File: src/source/fmac_stat_config.svh
`ifndef FMAC_STAT_CONFIG_SVH
`define FMAC_STAT_CONFIG_SVH

// ==============================
// widths
// ==============================
`define FMAC_DATA_W         32      // host read word
`define FMAC_ADDR_W         16      // host address, page in bits 15:12
`define FMAC_STAT_ADDR_W    10      // external stat group address
`define FMAC_NUM_REGU       8       // plain 32 bit regular words

// ==============================
// regular group byte offsets
// ==============================
// bit 2 picks lo/hi half on the two 64 bit rx counters
`define FMAC_CTRL_OFS       10'h000
`define FMAC_TX_PKT_OFS     10'h020
`define FMAC_RX_PKT_OFS     10'h028 // 64 bit
`define FMAC_TX_BYTE_OFS    10'h030
`define FMAC_RX_BYTE_OFS    10'h038 // 64 bit
`define FMAC_UNDERSIZE_OFS  10'h040
`define FMAC_CRC_ERR_OFS    10'h048
`define FMAC_OVERRUN_OFS    10'h050
`define FMAC_LINK_ERR_OFS   10'h058
`define FMAC_PHY_STAT_OFS   10'h068

// ==============================
// pipeline
// ==============================
// start -> sel -> live_hi settle, then latch the hi copy
`define FMAC_HI_CAPTURE_DLY 3

`endif

File: src/source/fmac_stat_pkg.sv
`default_nettype none

`include "fmac_stat_config.svh"

package fmac_stat_pkg;

	// host address, regular register view
	typedef struct packed {
		logic [`FMAC_ADDR_W-13:0]      page;      // bits 15:12, compared to sys_addr
		logic                          stat_grp;  // bit 11, external stat group
		logic                          unused;    // bit 10
		logic [6:0]                    index;     // word index, bits 9:3
		logic                          upper;     // hi half of a 64 bit reg
		logic [1:0]                    byte_ofs;  // always 0 from host
	} fmac_regu_view_s;

	// same word seen by the stat group
	typedef struct packed {
		logic [`FMAC_ADDR_W-13:0]      page;
		logic                          stat_grp;
		logic                          unused;
		logic [`FMAC_STAT_ADDR_W-1:0]  stat_addr;
	} fmac_stat_view_s;

	typedef union packed {
		fmac_regu_view_s regu;
		fmac_stat_view_s stat;
	} fmac_host_addr_u;

	// counters from the mac, offset order
	typedef struct packed {
		logic [`FMAC_DATA_W-1:0] ctrl;        // 0x00
		logic [`FMAC_DATA_W-1:0] tx_pkt;      // 0x20
		logic [`FMAC_DATA_W-1:0] rx_pkt_lo;   // 0x28
		logic [`FMAC_DATA_W-1:0] rx_pkt_hi;   // 0x2c
		logic [`FMAC_DATA_W-1:0] tx_byte;     // 0x30
		logic [`FMAC_DATA_W-1:0] rx_byte_lo;  // 0x38
		logic [`FMAC_DATA_W-1:0] rx_byte_hi;  // 0x3c
		logic [`FMAC_DATA_W-1:0] undersize;   // 0x40
		logic [`FMAC_DATA_W-1:0] crc_err;     // 0x48
		logic [`FMAC_DATA_W-1:0] overrun;     // 0x50
		logic [`FMAC_DATA_W-1:0] link_err;    // 0x58
		logic [`FMAC_DATA_W-1:0] phy_stat;    // 0x68
	} fmac_regu_cnt_s;

	typedef struct packed {
		logic [`FMAC_DATA_W-1:0] lo;
		logic [`FMAC_DATA_W-1:0] hi;
	} fmac_stat_grp_s;

	typedef struct packed {
		fmac_host_addr_u addr;
		logic            start;   // one cycle, addr already stable
		logic            done;    // one cycle, end of access
	} fmac_rd_req_s;

	// registered decode
	typedef struct packed {
		logic [`FMAC_NUM_REGU-1:0] regu;       // one-hot, plain 32 bit words
		logic                      rx_pkt64;
		logic                      rx_byte64;
		logic                      stat_grp;
		logic                      upper;
		logic [8:0]                tag;        // addr 11:3
		logic                      page_hit;
	} fmac_sel_s;

endpackage

`default_nettype wire

File: src/source/fmac_addr_decode.sv
`default_nettype none

`include "fmac_stat_config.svh"

module fmac_addr_decode
(
	input  wire logic                             clk,
	input  wire logic                             reset_,
	input  wire fmac_stat_pkg::fmac_host_addr_u   addr,
	input  wire logic [`FMAC_ADDR_W-13:0]         sys_addr,      // strap
	output fmac_stat_pkg::fmac_sel_s              sel,
	output logic [`FMAC_STAT_ADDR_W-1:0]          stat_grp_addr,
	output logic                                  stat_grp_sel
);
	import fmac_stat_pkg::*;

	// ==============================
	// offset table
	// ==============================
	// slot order here sets the regu word order in fmac_counter_mux
	localparam logic [`FMAC_STAT_ADDR_W-1:0] REGU_OFS [`FMAC_NUM_REGU] = '{
		`FMAC_CTRL_OFS,
		`FMAC_TX_PKT_OFS,
		`FMAC_TX_BYTE_OFS,
		`FMAC_UNDERSIZE_OFS,
		`FMAC_CRC_ERR_OFS,
		`FMAC_OVERRUN_OFS,
		`FMAC_LINK_ERR_OFS,
		`FMAC_PHY_STAT_OFS
	};
	localparam logic [`FMAC_STAT_ADDR_W-1:0] RX_PKT_OFS  = `FMAC_RX_PKT_OFS;
	localparam logic [`FMAC_STAT_ADDR_W-1:0] RX_BYTE_OFS = `FMAC_RX_BYTE_OFS;

	fmac_sel_s sel_d;      // decode of the live address
	logic      regu_grp;   // bit 11 low, regular group

	// ==============================
	// decode
	// ==============================
	assign regu_grp = !addr.regu.stat_grp;

	always_comb
	begin
		sel_d = '0;
		// word compare only, byte_ofs and bit 10 ignored
		for (int i = 0; i < `FMAC_NUM_REGU; i++)
			sel_d.regu[i] = regu_grp & (addr.regu.index == REGU_OFS[i][9:3]);
		sel_d.rx_pkt64  = regu_grp & (addr.regu.index == RX_PKT_OFS[9:3]);
		sel_d.rx_byte64 = regu_grp & (addr.regu.index == RX_BYTE_OFS[9:3]);
		sel_d.stat_grp  = addr.regu.stat_grp;
		sel_d.upper     = addr.regu.upper;        // bit 2, same in both views
		sel_d.tag       = {addr.regu.stat_grp, addr.regu.unused, addr.regu.index};
		sel_d.page_hit  = (addr.regu.page == sys_addr);   // this mac's page
	end

	// ==============================
	// registers
	// ==============================
	always_ff @(posedge clk)
	begin
		if (!reset_)
		begin
			sel          <= '0;
			stat_grp_sel <= 1'b0;
		end
		else
		begin
			sel          <= sel_d;
			stat_grp_sel <= addr.stat.stat_grp;   // no further decode, bit 11 alone
		end
	end

	// group only sees 64 bit words, low three bits forced
	always_ff @(posedge clk)
		stat_grp_addr <= {addr.stat.stat_addr[`FMAC_STAT_ADDR_W-1:3], 3'b000};

endmodule

`default_nettype wire

File: src/source/fmac_counter_mux.sv
`default_nettype none

`include "fmac_stat_config.svh"

module fmac_counter_mux
(
	input  wire logic                            clk,
	input  wire logic                            reset_,
	input  wire fmac_stat_pkg::fmac_sel_s        sel,
	input  wire fmac_stat_pkg::fmac_regu_cnt_s   regu_cnt,
	input  wire fmac_stat_pkg::fmac_stat_grp_s   stat_grp_dout,
	input  wire logic [`FMAC_DATA_W-1:0]         hold_hi,     // atomic copy
	input  wire logic                            hold_en,
	output logic [`FMAC_DATA_W-1:0]              live_hi,
	output logic [`FMAC_DATA_W-1:0]              regdout
);
	logic [`FMAC_DATA_W-1:0] regu_word [`FMAC_NUM_REGU];
	logic [`FMAC_DATA_W-1:0] lo_mux;
	logic [`FMAC_DATA_W-1:0] hi_mux;
	logic [`FMAC_DATA_W-1:0] regu_lo;    // registered low word

	// ==============================
	// regular words
	// ==============================
	// same slot order as the offset table in fmac_addr_decode
	assign regu_word[0] = regu_cnt.ctrl;
	assign regu_word[1] = regu_cnt.tx_pkt;
	assign regu_word[2] = regu_cnt.tx_byte;
	assign regu_word[3] = regu_cnt.undersize;
	assign regu_word[4] = regu_cnt.crc_err;
	assign regu_word[5] = regu_cnt.overrun;
	assign regu_word[6] = regu_cnt.link_err;
	assign regu_word[7] = regu_cnt.phy_stat;

	// and-or mux, selects are one-hot or zero
	always_comb
	begin
		lo_mux = {`FMAC_DATA_W{sel.rx_pkt64}}  & regu_cnt.rx_pkt_lo
		       | {`FMAC_DATA_W{sel.rx_byte64}} & regu_cnt.rx_byte_lo;
		for (int i = 0; i < `FMAC_NUM_REGU; i++)
			lo_mux = lo_mux | ({`FMAC_DATA_W{sel.regu[i]}} & regu_word[i]);
	end

	// live hi half, stat group is all 64 bit
	assign hi_mux = {`FMAC_DATA_W{sel.rx_pkt64}}  & regu_cnt.rx_pkt_hi
	              | {`FMAC_DATA_W{sel.rx_byte64}} & regu_cnt.rx_byte_hi
	              | {`FMAC_DATA_W{sel.stat_grp}}  & stat_grp_dout.hi;

	// ==============================
	// stage 2
	// ==============================
	always_ff @(posedge clk)
	begin
		regu_lo <= lo_mux;
		live_hi <= hi_mux;    // also feeds the atomic capture
	end

	// ==============================
	// stage 3, read word
	// ==============================
	always_ff @(posedge clk)
	begin
		if (!reset_)
			regdout <= '0;
		else if (sel.upper)
			regdout <= hold_en ? hold_hi : live_hi;    // copy from the low read wins
		else if (sel.stat_grp)
			regdout <= stat_grp_dout.lo;
		else
			regdout <= regu_lo;                        // 0 when nothing mapped
	end

endmodule

`default_nettype wire

File: src/source/fmac_atomic_hi.sv
`default_nettype none

`include "fmac_stat_config.svh"

module fmac_atomic_hi
(
	input  wire logic                      clk,
	input  wire logic                      reset_,
	input  wire logic                      rd_start,
	input  wire logic                      rd_done,
	input  wire fmac_stat_pkg::fmac_sel_s  sel,
	input  wire logic [`FMAC_DATA_W-1:0]   live_hi,
	input  wire logic                      rx_auto_clr_en,
	input  wire logic                      tx_auto_clr_en,
	output logic [`FMAC_DATA_W-1:0]        hold_hi,
	output logic                           hold_en,
	output logic                           rx_clr_en,
	output logic                           tx_clr_en
);
	logic [`FMAC_HI_CAPTURE_DLY-1:0] start_dly;   // start shift chain
	logic                            atomic_lo;   // low half of a 64 bit reg
	logic                            capture;
	logic                            tag_match;
	logic                            hi_match;    // high read of the tagged reg
	logic                            valid;
	logic [8:0]                      tag;
	logic                            done_dly;

	// ==============================
	// capture timing
	// ==============================
	// the host reads the low half first, hi half is frozen here
	assign atomic_lo = !sel.upper & (sel.rx_pkt64 | sel.rx_byte64 | sel.stat_grp);
	assign capture   = start_dly[`FMAC_HI_CAPTURE_DLY-1] & atomic_lo;

	always_ff @(posedge clk)
	begin
		if (!reset_)
			start_dly <= '0;
		else
			start_dly <= {start_dly[`FMAC_HI_CAPTURE_DLY-2:0], rd_start};
	end

	// copy and tag
	always_ff @(posedge clk)
	begin
		if (capture)
		begin
			hold_hi <= live_hi;
			tag     <= sel.tag;
		end
	end

	// ==============================
	// valid and hold
	// ==============================
	assign tag_match = (sel.tag == tag);
	assign hi_match  = valid & tag_match & sel.upper;

	always_ff @(posedge clk)
	begin
		if (!reset_)
			valid <= 1'b0;
		else if (capture)
			valid <= 1'b1;
		else if (rd_done & hi_match)
			valid <= 1'b0;    // copy used once
	end

	always_ff @(posedge clk)
	begin
		if (!reset_)
			hold_en <= 1'b0;
		else if (rd_done)
			hold_en <= 1'b0;    // drop at end of access
		else if (hi_match)
			hold_en <= 1'b1;    // early enough for stage 3
	end

	// ==============================
	// clear on read
	// ==============================
	// pulse two cycles after done, sel still holds the read's page
	always_ff @(posedge clk)
	begin
		if (!reset_)
		begin
			done_dly  <= 1'b0;
			rx_clr_en <= 1'b0;
			tx_clr_en <= 1'b0;
		end
		else
		begin
			done_dly  <= rd_done;
			rx_clr_en <= done_dly & sel.page_hit & rx_auto_clr_en;
			tx_clr_en <= done_dly & sel.page_hit & tx_auto_clr_en;
		end
	end

endmodule

`default_nettype wire

File: src/source/fmac_stat_regs.sv
`default_nettype none

`include "fmac_stat_config.svh"

module fmac_stat_regs
(
	input  wire logic                            clk,
	input  wire logic                            reset_,
	// host side
	input  wire fmac_stat_pkg::fmac_rd_req_s     rd_req,
	// mac counters
	input  wire fmac_stat_pkg::fmac_regu_cnt_s   regu_cnt,
	// external statistics group
	input  wire fmac_stat_pkg::fmac_stat_grp_s   stat_grp_dout,
	// straps
	input  wire logic [`FMAC_ADDR_W-13:0]        sys_addr,
	input  wire logic                            rx_auto_clr_en,
	input  wire logic                            tx_auto_clr_en,
	output logic [`FMAC_STAT_ADDR_W-1:0]         stat_grp_addr,
	output logic                                 stat_grp_sel,
	output logic [`FMAC_DATA_W-1:0]              regdout,
	output logic                                 rx_clr_en,
	output logic                                 tx_clr_en
);
	import fmac_stat_pkg::*;

	fmac_sel_s               sel;       // registered decode
	logic [`FMAC_DATA_W-1:0] live_hi;
	logic [`FMAC_DATA_W-1:0] hold_hi;
	logic                    hold_en;

	// ==============================
	// decode, cycle 1
	// ==============================
	fmac_addr_decode i_decode
	(
		.clk           (clk),
		.reset_        (reset_),
		.addr          (rd_req.addr),
		.sys_addr      (sys_addr),
		.sel           (sel),
		.stat_grp_addr (stat_grp_addr),
		.stat_grp_sel  (stat_grp_sel)
	);

	// ==============================
	// mux, cycles 2 and 3
	// ==============================
	fmac_counter_mux i_mux
	(
		.clk           (clk),
		.reset_        (reset_),
		.sel           (sel),
		.regu_cnt      (regu_cnt),
		.stat_grp_dout (stat_grp_dout),
		.hold_hi       (hold_hi),
		.hold_en       (hold_en),
		.live_hi       (live_hi),
		.regdout       (regdout)
	);

	// atomic hi copy and clear pulses
	fmac_atomic_hi i_atomic
	(
		.clk            (clk),
		.reset_         (reset_),
		.rd_start       (rd_req.start),
		.rd_done        (rd_req.done),
		.sel            (sel),
		.live_hi        (live_hi),
		.rx_auto_clr_en (rx_auto_clr_en),
		.tx_auto_clr_en (tx_auto_clr_en),
		.hold_hi        (hold_hi),
		.hold_en        (hold_en),
		.rx_clr_en      (rx_clr_en),
		.tx_clr_en      (tx_clr_en)
	);

endmodule

`default_nettype wire

File: config.mk
export PLATFORM = sky130hd
export DESIGN_NAME = fmac_stat_regs
export DESIGN_NICKNAME = d
export VERILOG_FILES = /design/src/source/fmac_stat_pkg.sv /design/src/source/fmac_addr_decode.sv /design/src/source/fmac_counter_mux.sv /design/src/source/fmac_atomic_hi.sv /design/src/source/fmac_stat_regs.sv
export VERILOG_INCLUDE_DIRS = /design/src /design/src/source
export SDC_FILE = /design/constraint.sdc
export NUM_CORES = 1
export LEC_CHECK = 0
export BUFFER_PORTS_ARGS = -buffer_cell sky130_fd_sc_hd__buf_2
export CAP_MARGIN = 10
export CORE_AREA = 2 2 200 202
export CTS_CLUSTER_DIAMETER = 100
export DETAILED_ROUTE_END_ITERATION = 7
export DIE_AREA = 0 0 202 204
export PLACE_DENSITY = 0.51
export SETUP_SLACK_MARGIN = 0.05
export SYNTH_ARGS = -nofsm -noshare
export SYNTH_HDL_FRONTEND = slang
export SYNTH_SLANG_ARGS = --single-unit
File: constraint.sdc
create_clock -name clk -period 2.7 [get_ports clk]
set_input_delay 0.54 -clock clk [delete_from_list [all_inputs] [get_ports clk]]
set_output_delay 0.54 -clock clk [all_outputs]
set_load 0.005 [all_outputs]
* Word-level counts from Yosys, hierarchy flattened
Index checks and enable logic that the tools add are counted.
Storage, ports and cells: register bits 174, input port bits 474, output and inout bits 45, word-level logic and storage cells 85
Cells by class: equality and inequality tests 11, multiplexer cells 5, bitwise operators 45, reductions and logical operators 5
Operator list (number):
- bitwise AND 32 bit | 13
- OR 32 bit | 11
- 2-to-1 mux 32 bit | 3
- equality test 7 x 4 -> 1 bit, second input constant | 5
- equality test 7 x 3 -> 1 bit, second input constant | 4
- bitwise AND 1 bit | 18
- equality test 9 bit | 1
- zero test 7 bit | 1
- equality test 4 bit | 1
- zero test 1 bit | 2
- 2-to-1 mux 1 bit | 2
- OR 1 bit | 2
- nonzero test 2 bit | 1
- OR reduction 2 bit | 1
- inverter 1 bit | 1

* Logic depth before layout (Yosys ltp)
depth after elaboration 10, mapped depth 5, gate-level depth less buffers 4

* By module
From an unflattened synthesis, not the netlist that was laid out.
Second synthesis, totals: cell total of the unflattened synthesis 691, area total of the unflattened synthesis 7830.0 µm²
By module, submodules not included:
- fmac_counter_mux | times used 1, cells each 539, area an instance 5365.1 µm², seq. area each 1921.8 µm²
- fmac_atomic_hi | times used 1, cells each 77, area an instance 1607.8 µm², seq. area each 1391.3 µm²
- fmac_addr_decode | times used 1, cells each 75, area an instance 857.1 µm², seq. area each 560.5 µm²

* Worst setup path after synthesis
No wires, ideal clock.
path kind reg2reg, start reg, netlist name i_decode.sel[9], end reg i_atomic.hold_hi[0], enable pin, library setup time 435 ps, data arrival time 2281 ps, data required time 2265 ps, path slack -15 ps, stages on the path, launching flop included 4, path buffers 1, clock period less this slack 2715 ps, path through dfxtp_1 buf_6 nor3_1 nor3b_2
RTL lines:
- end signal: assignment | RTL line fmac_atomic_hi.sv:49 | hold_hi <= live_hi;
- end: declaration | RTL line fmac_atomic_hi.sv:15 | output logic [`FMAC_DATA_W-1:0] hold_hi,

==> impl_results.md <==
- Max incr delay on CP: 0.78 ns
- Congestion Overflow GR: 0
- Wire length per cell: 21.87 µm
- Worst path arrival time: 1.46 ns
- Slew HR: 36.75%
- Postcts setup bufs: 0
- CTS resizes: 0
- P per Cell Area: 509.1 mW/mm²
- Worst-skew pair later-pin latency: 0.44 ns
- Yosys reg bits: 173
- Clk root buf: clkbuf_16
- Drt first pass iters: 7
- Fin crit share: 74.13%
- Pint: 4.341 mW
- Comb power frac: 10.6%
- First-pass GRT wire length: 52.45 mm
- Crit path capture type: output pin
- Syn_area_per_cell: 11.15 µm²
- Switching power: 1.459 mW
- Syn Inst Count: 688
- DP Area: 0.01081 mm²
- Hold-fix buffers at CTS: 0
- Clk pin slew, worst setup/hold paths: 0.07 ns
- I/O Buffers: 513
- Clk_skew: 0.01015 ns
- DP HPWL: 29.57 mm
- Maximum vdd drop: 0.4120 mV
- # IOs: 519
- Critical path fanouts, max: 45
- Sequential cell area: 0.003895 mm²
- Proportion of layout cells with a drive suffix above 1: 51.34%
- Die Area: 0.04121 mm²
- Detail Route Antenna Nets: 0
- Fmax: 499.6 MHz
- Vert. Die Dim: 204 µm
- Actual slew at the worst max-slew pin: 0.9487 ns
- Worst min-delay path class: in -> reg
- Final Hold Viols: 0
- Area of the multi-input gates: 0.003392 mm²
- Finish-stage setup viols: 0
- Layout area overhead: 48.44%
- Layout Cells excl Fill: 1,718
- Met3 usage: 3.731%
- Die span in x: 202 µm
- MaxCap Viol Count: 0
- Largest net degree at the start of global routing: 46
- Nets: 1,653
- RSZ-0062 raised after global routing: false
- Setup slack after layout: 0.6985 ns
- Total placed cells including tap cells: 1,685
- Pleak: 5.436 nW
- GR Util met1: 21.60%
- Outcome: complete, no violations
- Crit-path cells: buf_2
- Via density: 4.727
- Synth cell types: 37
- Sw frac: 25.15%
- Final Slew Violations: 0
- CTS tree: done
- Vias in the first global route: 8,155
- Final Util: 29.07%
- TritonCTS buffer count: 17
- Vias: 8,121
- CP Class: reg -> out
- Final min period: 2.001 ns
- CTS Sinks: 173
- Longest Clk Path Bufs: 2
- Core area: 0.03918 mm²
- Clock power frac: 41.7%
- Routability cong.: 0.8751
- Fin area: 0.01139 mm²
- Number of remaining DRC errors: 0
- Worst path slowest cell: dfxtp_4
- EDFF count, synth: 41
- WL final: 37.57 mm
- Prevailing post-synth register cell: dfxtp_1
- Async S/R FF share, synth: 0%
- DR iter-0 viols: 649
- Most crowded layer after global routing: met2
- Filler cells: 4,205
- CP Launch Type: flip-flop
- Global Route Usage Sum: 17.75%
- H-tree Lvls: 4
- Seq pwr share: 47.8%
- Initial Utilization: 19.58%
- Num rows: 73
- Final setup TNS: 0 ns
- Ys Warns: 0
- Critical Path RT: 2.16 ns
- Dpl ws: 0.6898 ns
- Buffers & Inverters on Critical Path: 1
- Met2 Use GR: 29.57%
- Seq/Total Area, Yosys: 50.48%
- Initial antenna violation count: 4
- Mapped cell area: 0.007674 mm²
- Cell class contributing the biggest share of worst-path delay: flip-flops
power by group through the flow:
stage          Combinational, mW  Clock (mW)  Sequential, mW
2_1_floorplan              0.174           0            2.80
3_3_place_gp               0.604           0            2.83
3_5_place_dp               0.612           0            2.83
4_1_cts                    0.615        2.51            2.77
5_1_grt                    0.666        2.61            2.78
6_report                   0.612        2.42            2.77
sequential cells by signal, indices dropped and copies added, names as in the netlist, 3 cells and up:
signal,cells
i_atomic.tag,9
i_decode.sel,21
i_mux.regdout,32
i_decode.stat_grp_addr,7
i_mux.live_hi,32
i_atomic.start_dly,3
i_mux.regu_lo,32
i_atomic.hold_hi,32
per-layer routing:
metal / share of wire, % / wire [µm]
met2: 48 / 17910
met4: 4.0 / 1505
met5: 0 / 0
met3: 6.9 / 2578
met1: 41 / 15570
synth_stat cells (2+ instances only):
| cell | instances | area share (%) |
|---|---|---|
| and2_1 | 14 | 1.1 |
| a222oi_1 | 32 | 4.2 |
| edfxtp_1 | 41 | 16 |
| nor2_1 | 10 | 0.49 |
| a221oi_1 | 32 | 3.7 |
| mux2_4 | 10 | 2.0 |
| xor2_1 | 3 | 0.34 |
| buf_4 | 7 | 0.68 |
| buf_6 | 2 | 0.29 |
| mux2i_1 | 32 | 4.2 |
| nand2b_1 | 3 | 0.24 |
| nor3b_1 | 2 | 0.20 |
| a22o_1 | 32 | 3.7 |
| nand4_1 | 34 | 2.8 |
| nor3_1 | 3 | 0.20 |
| nand2_1 | 36 | 1.8 |
| clkbuf_1 | 33 | 1.6 |
| a22oi_1 | 96 | 9.4 |
| and4_1 | 2 | 0.23 |
| inv_1 | 33 | 1.6 |
| nor4_1 | 2 | 0.16 |
| dfxtp_1 | 132 | 34 |
| mux2_2 | 22 | 3.2 |
| o211a_1 | 32 | 4.2 |
| xnor2_1 | 10 | 1.1 |
| buf_1 | 13 | 0.64 |
| buf_2 | 10 | 0.65 |
final timing paths:
path                     startpoint                         to  slack, ns  depth (start not counted)
setup / recovery    i_decode.sel[9]               stat_grp_sel       0.70                          1
hold / removal            rd_req[9]  i_decode.stat_grp_addr[7]       0.25                          1
hold reg to reg   i_mux.live_hi[17]       i_atomic.hold_hi[17]       0.43                          0
setup reg to reg    i_decode.sel[9]          i_mux.regdout[27]       0.72                          3
cell families (layout without fill, tap and decap cells):
family	count (synthesis)	count (layout)	share of synthesized area, %
AOI/OAI and AO/OA	227	227	25.31
other	1	4	0.04887
muxes	64	64	9.359
DFF	173	173	50.48
xor gates and xnor gates	13	13	1.484
and+or+nand+nor	112	112	7.826
buffers and inverters	98	600	5.495
cell usage in the layout (no fill, tap or decap), types with 4 or more instances in the layout:
cell type and count:
a22oi_1 96, clkinv_4 4, clkbuf_16 18, dfxtp_2 11
nand2_1 36, o211a_1 32, mux2i_1 32, nand4_1 34
nor2_1 10, dfxtp_1 119, a222oi_1 32, a22o_1 32
inv_1 33, buf_4 21, a221oi_1 32, edfxtp_1 41
mux2_2 22, mux2_4 10, and2_1 14, inv_6 4
xnor2_1 10, buf_2 513
area by class of cell:
| type | instances | area share (%) |
|---|---|---|
| diodes | 1 | 0.02197 |
| repair buffers | 535 | 24.10 |
| multi-input cells | 419 | 29.78 |
| inverters | 33 | 1.087 |
| well taps | 525 | 5.767 |
| flip-flops and latches | 173 | 34.19 |
| clock inverters | 14 | 1.098 |
| clock buffers | 18 | 3.954 |
per-stage QoR:
| step | total power [mW] | hold slack [ns] |
|---|---|---|
| after global placement | 3.435 | 0.4147 |
| after CTS | 5.896 | 0.2153 |
| final | 5.800 | 0.2516 |
| after floorplan | 2.977 | 0.4076 |
| after detailed placement | 3.444 | 0.4166 |
| after global routing | 6.056 | 0.2242 |
No activity file was read; power rests on OpenSTA's default activity.
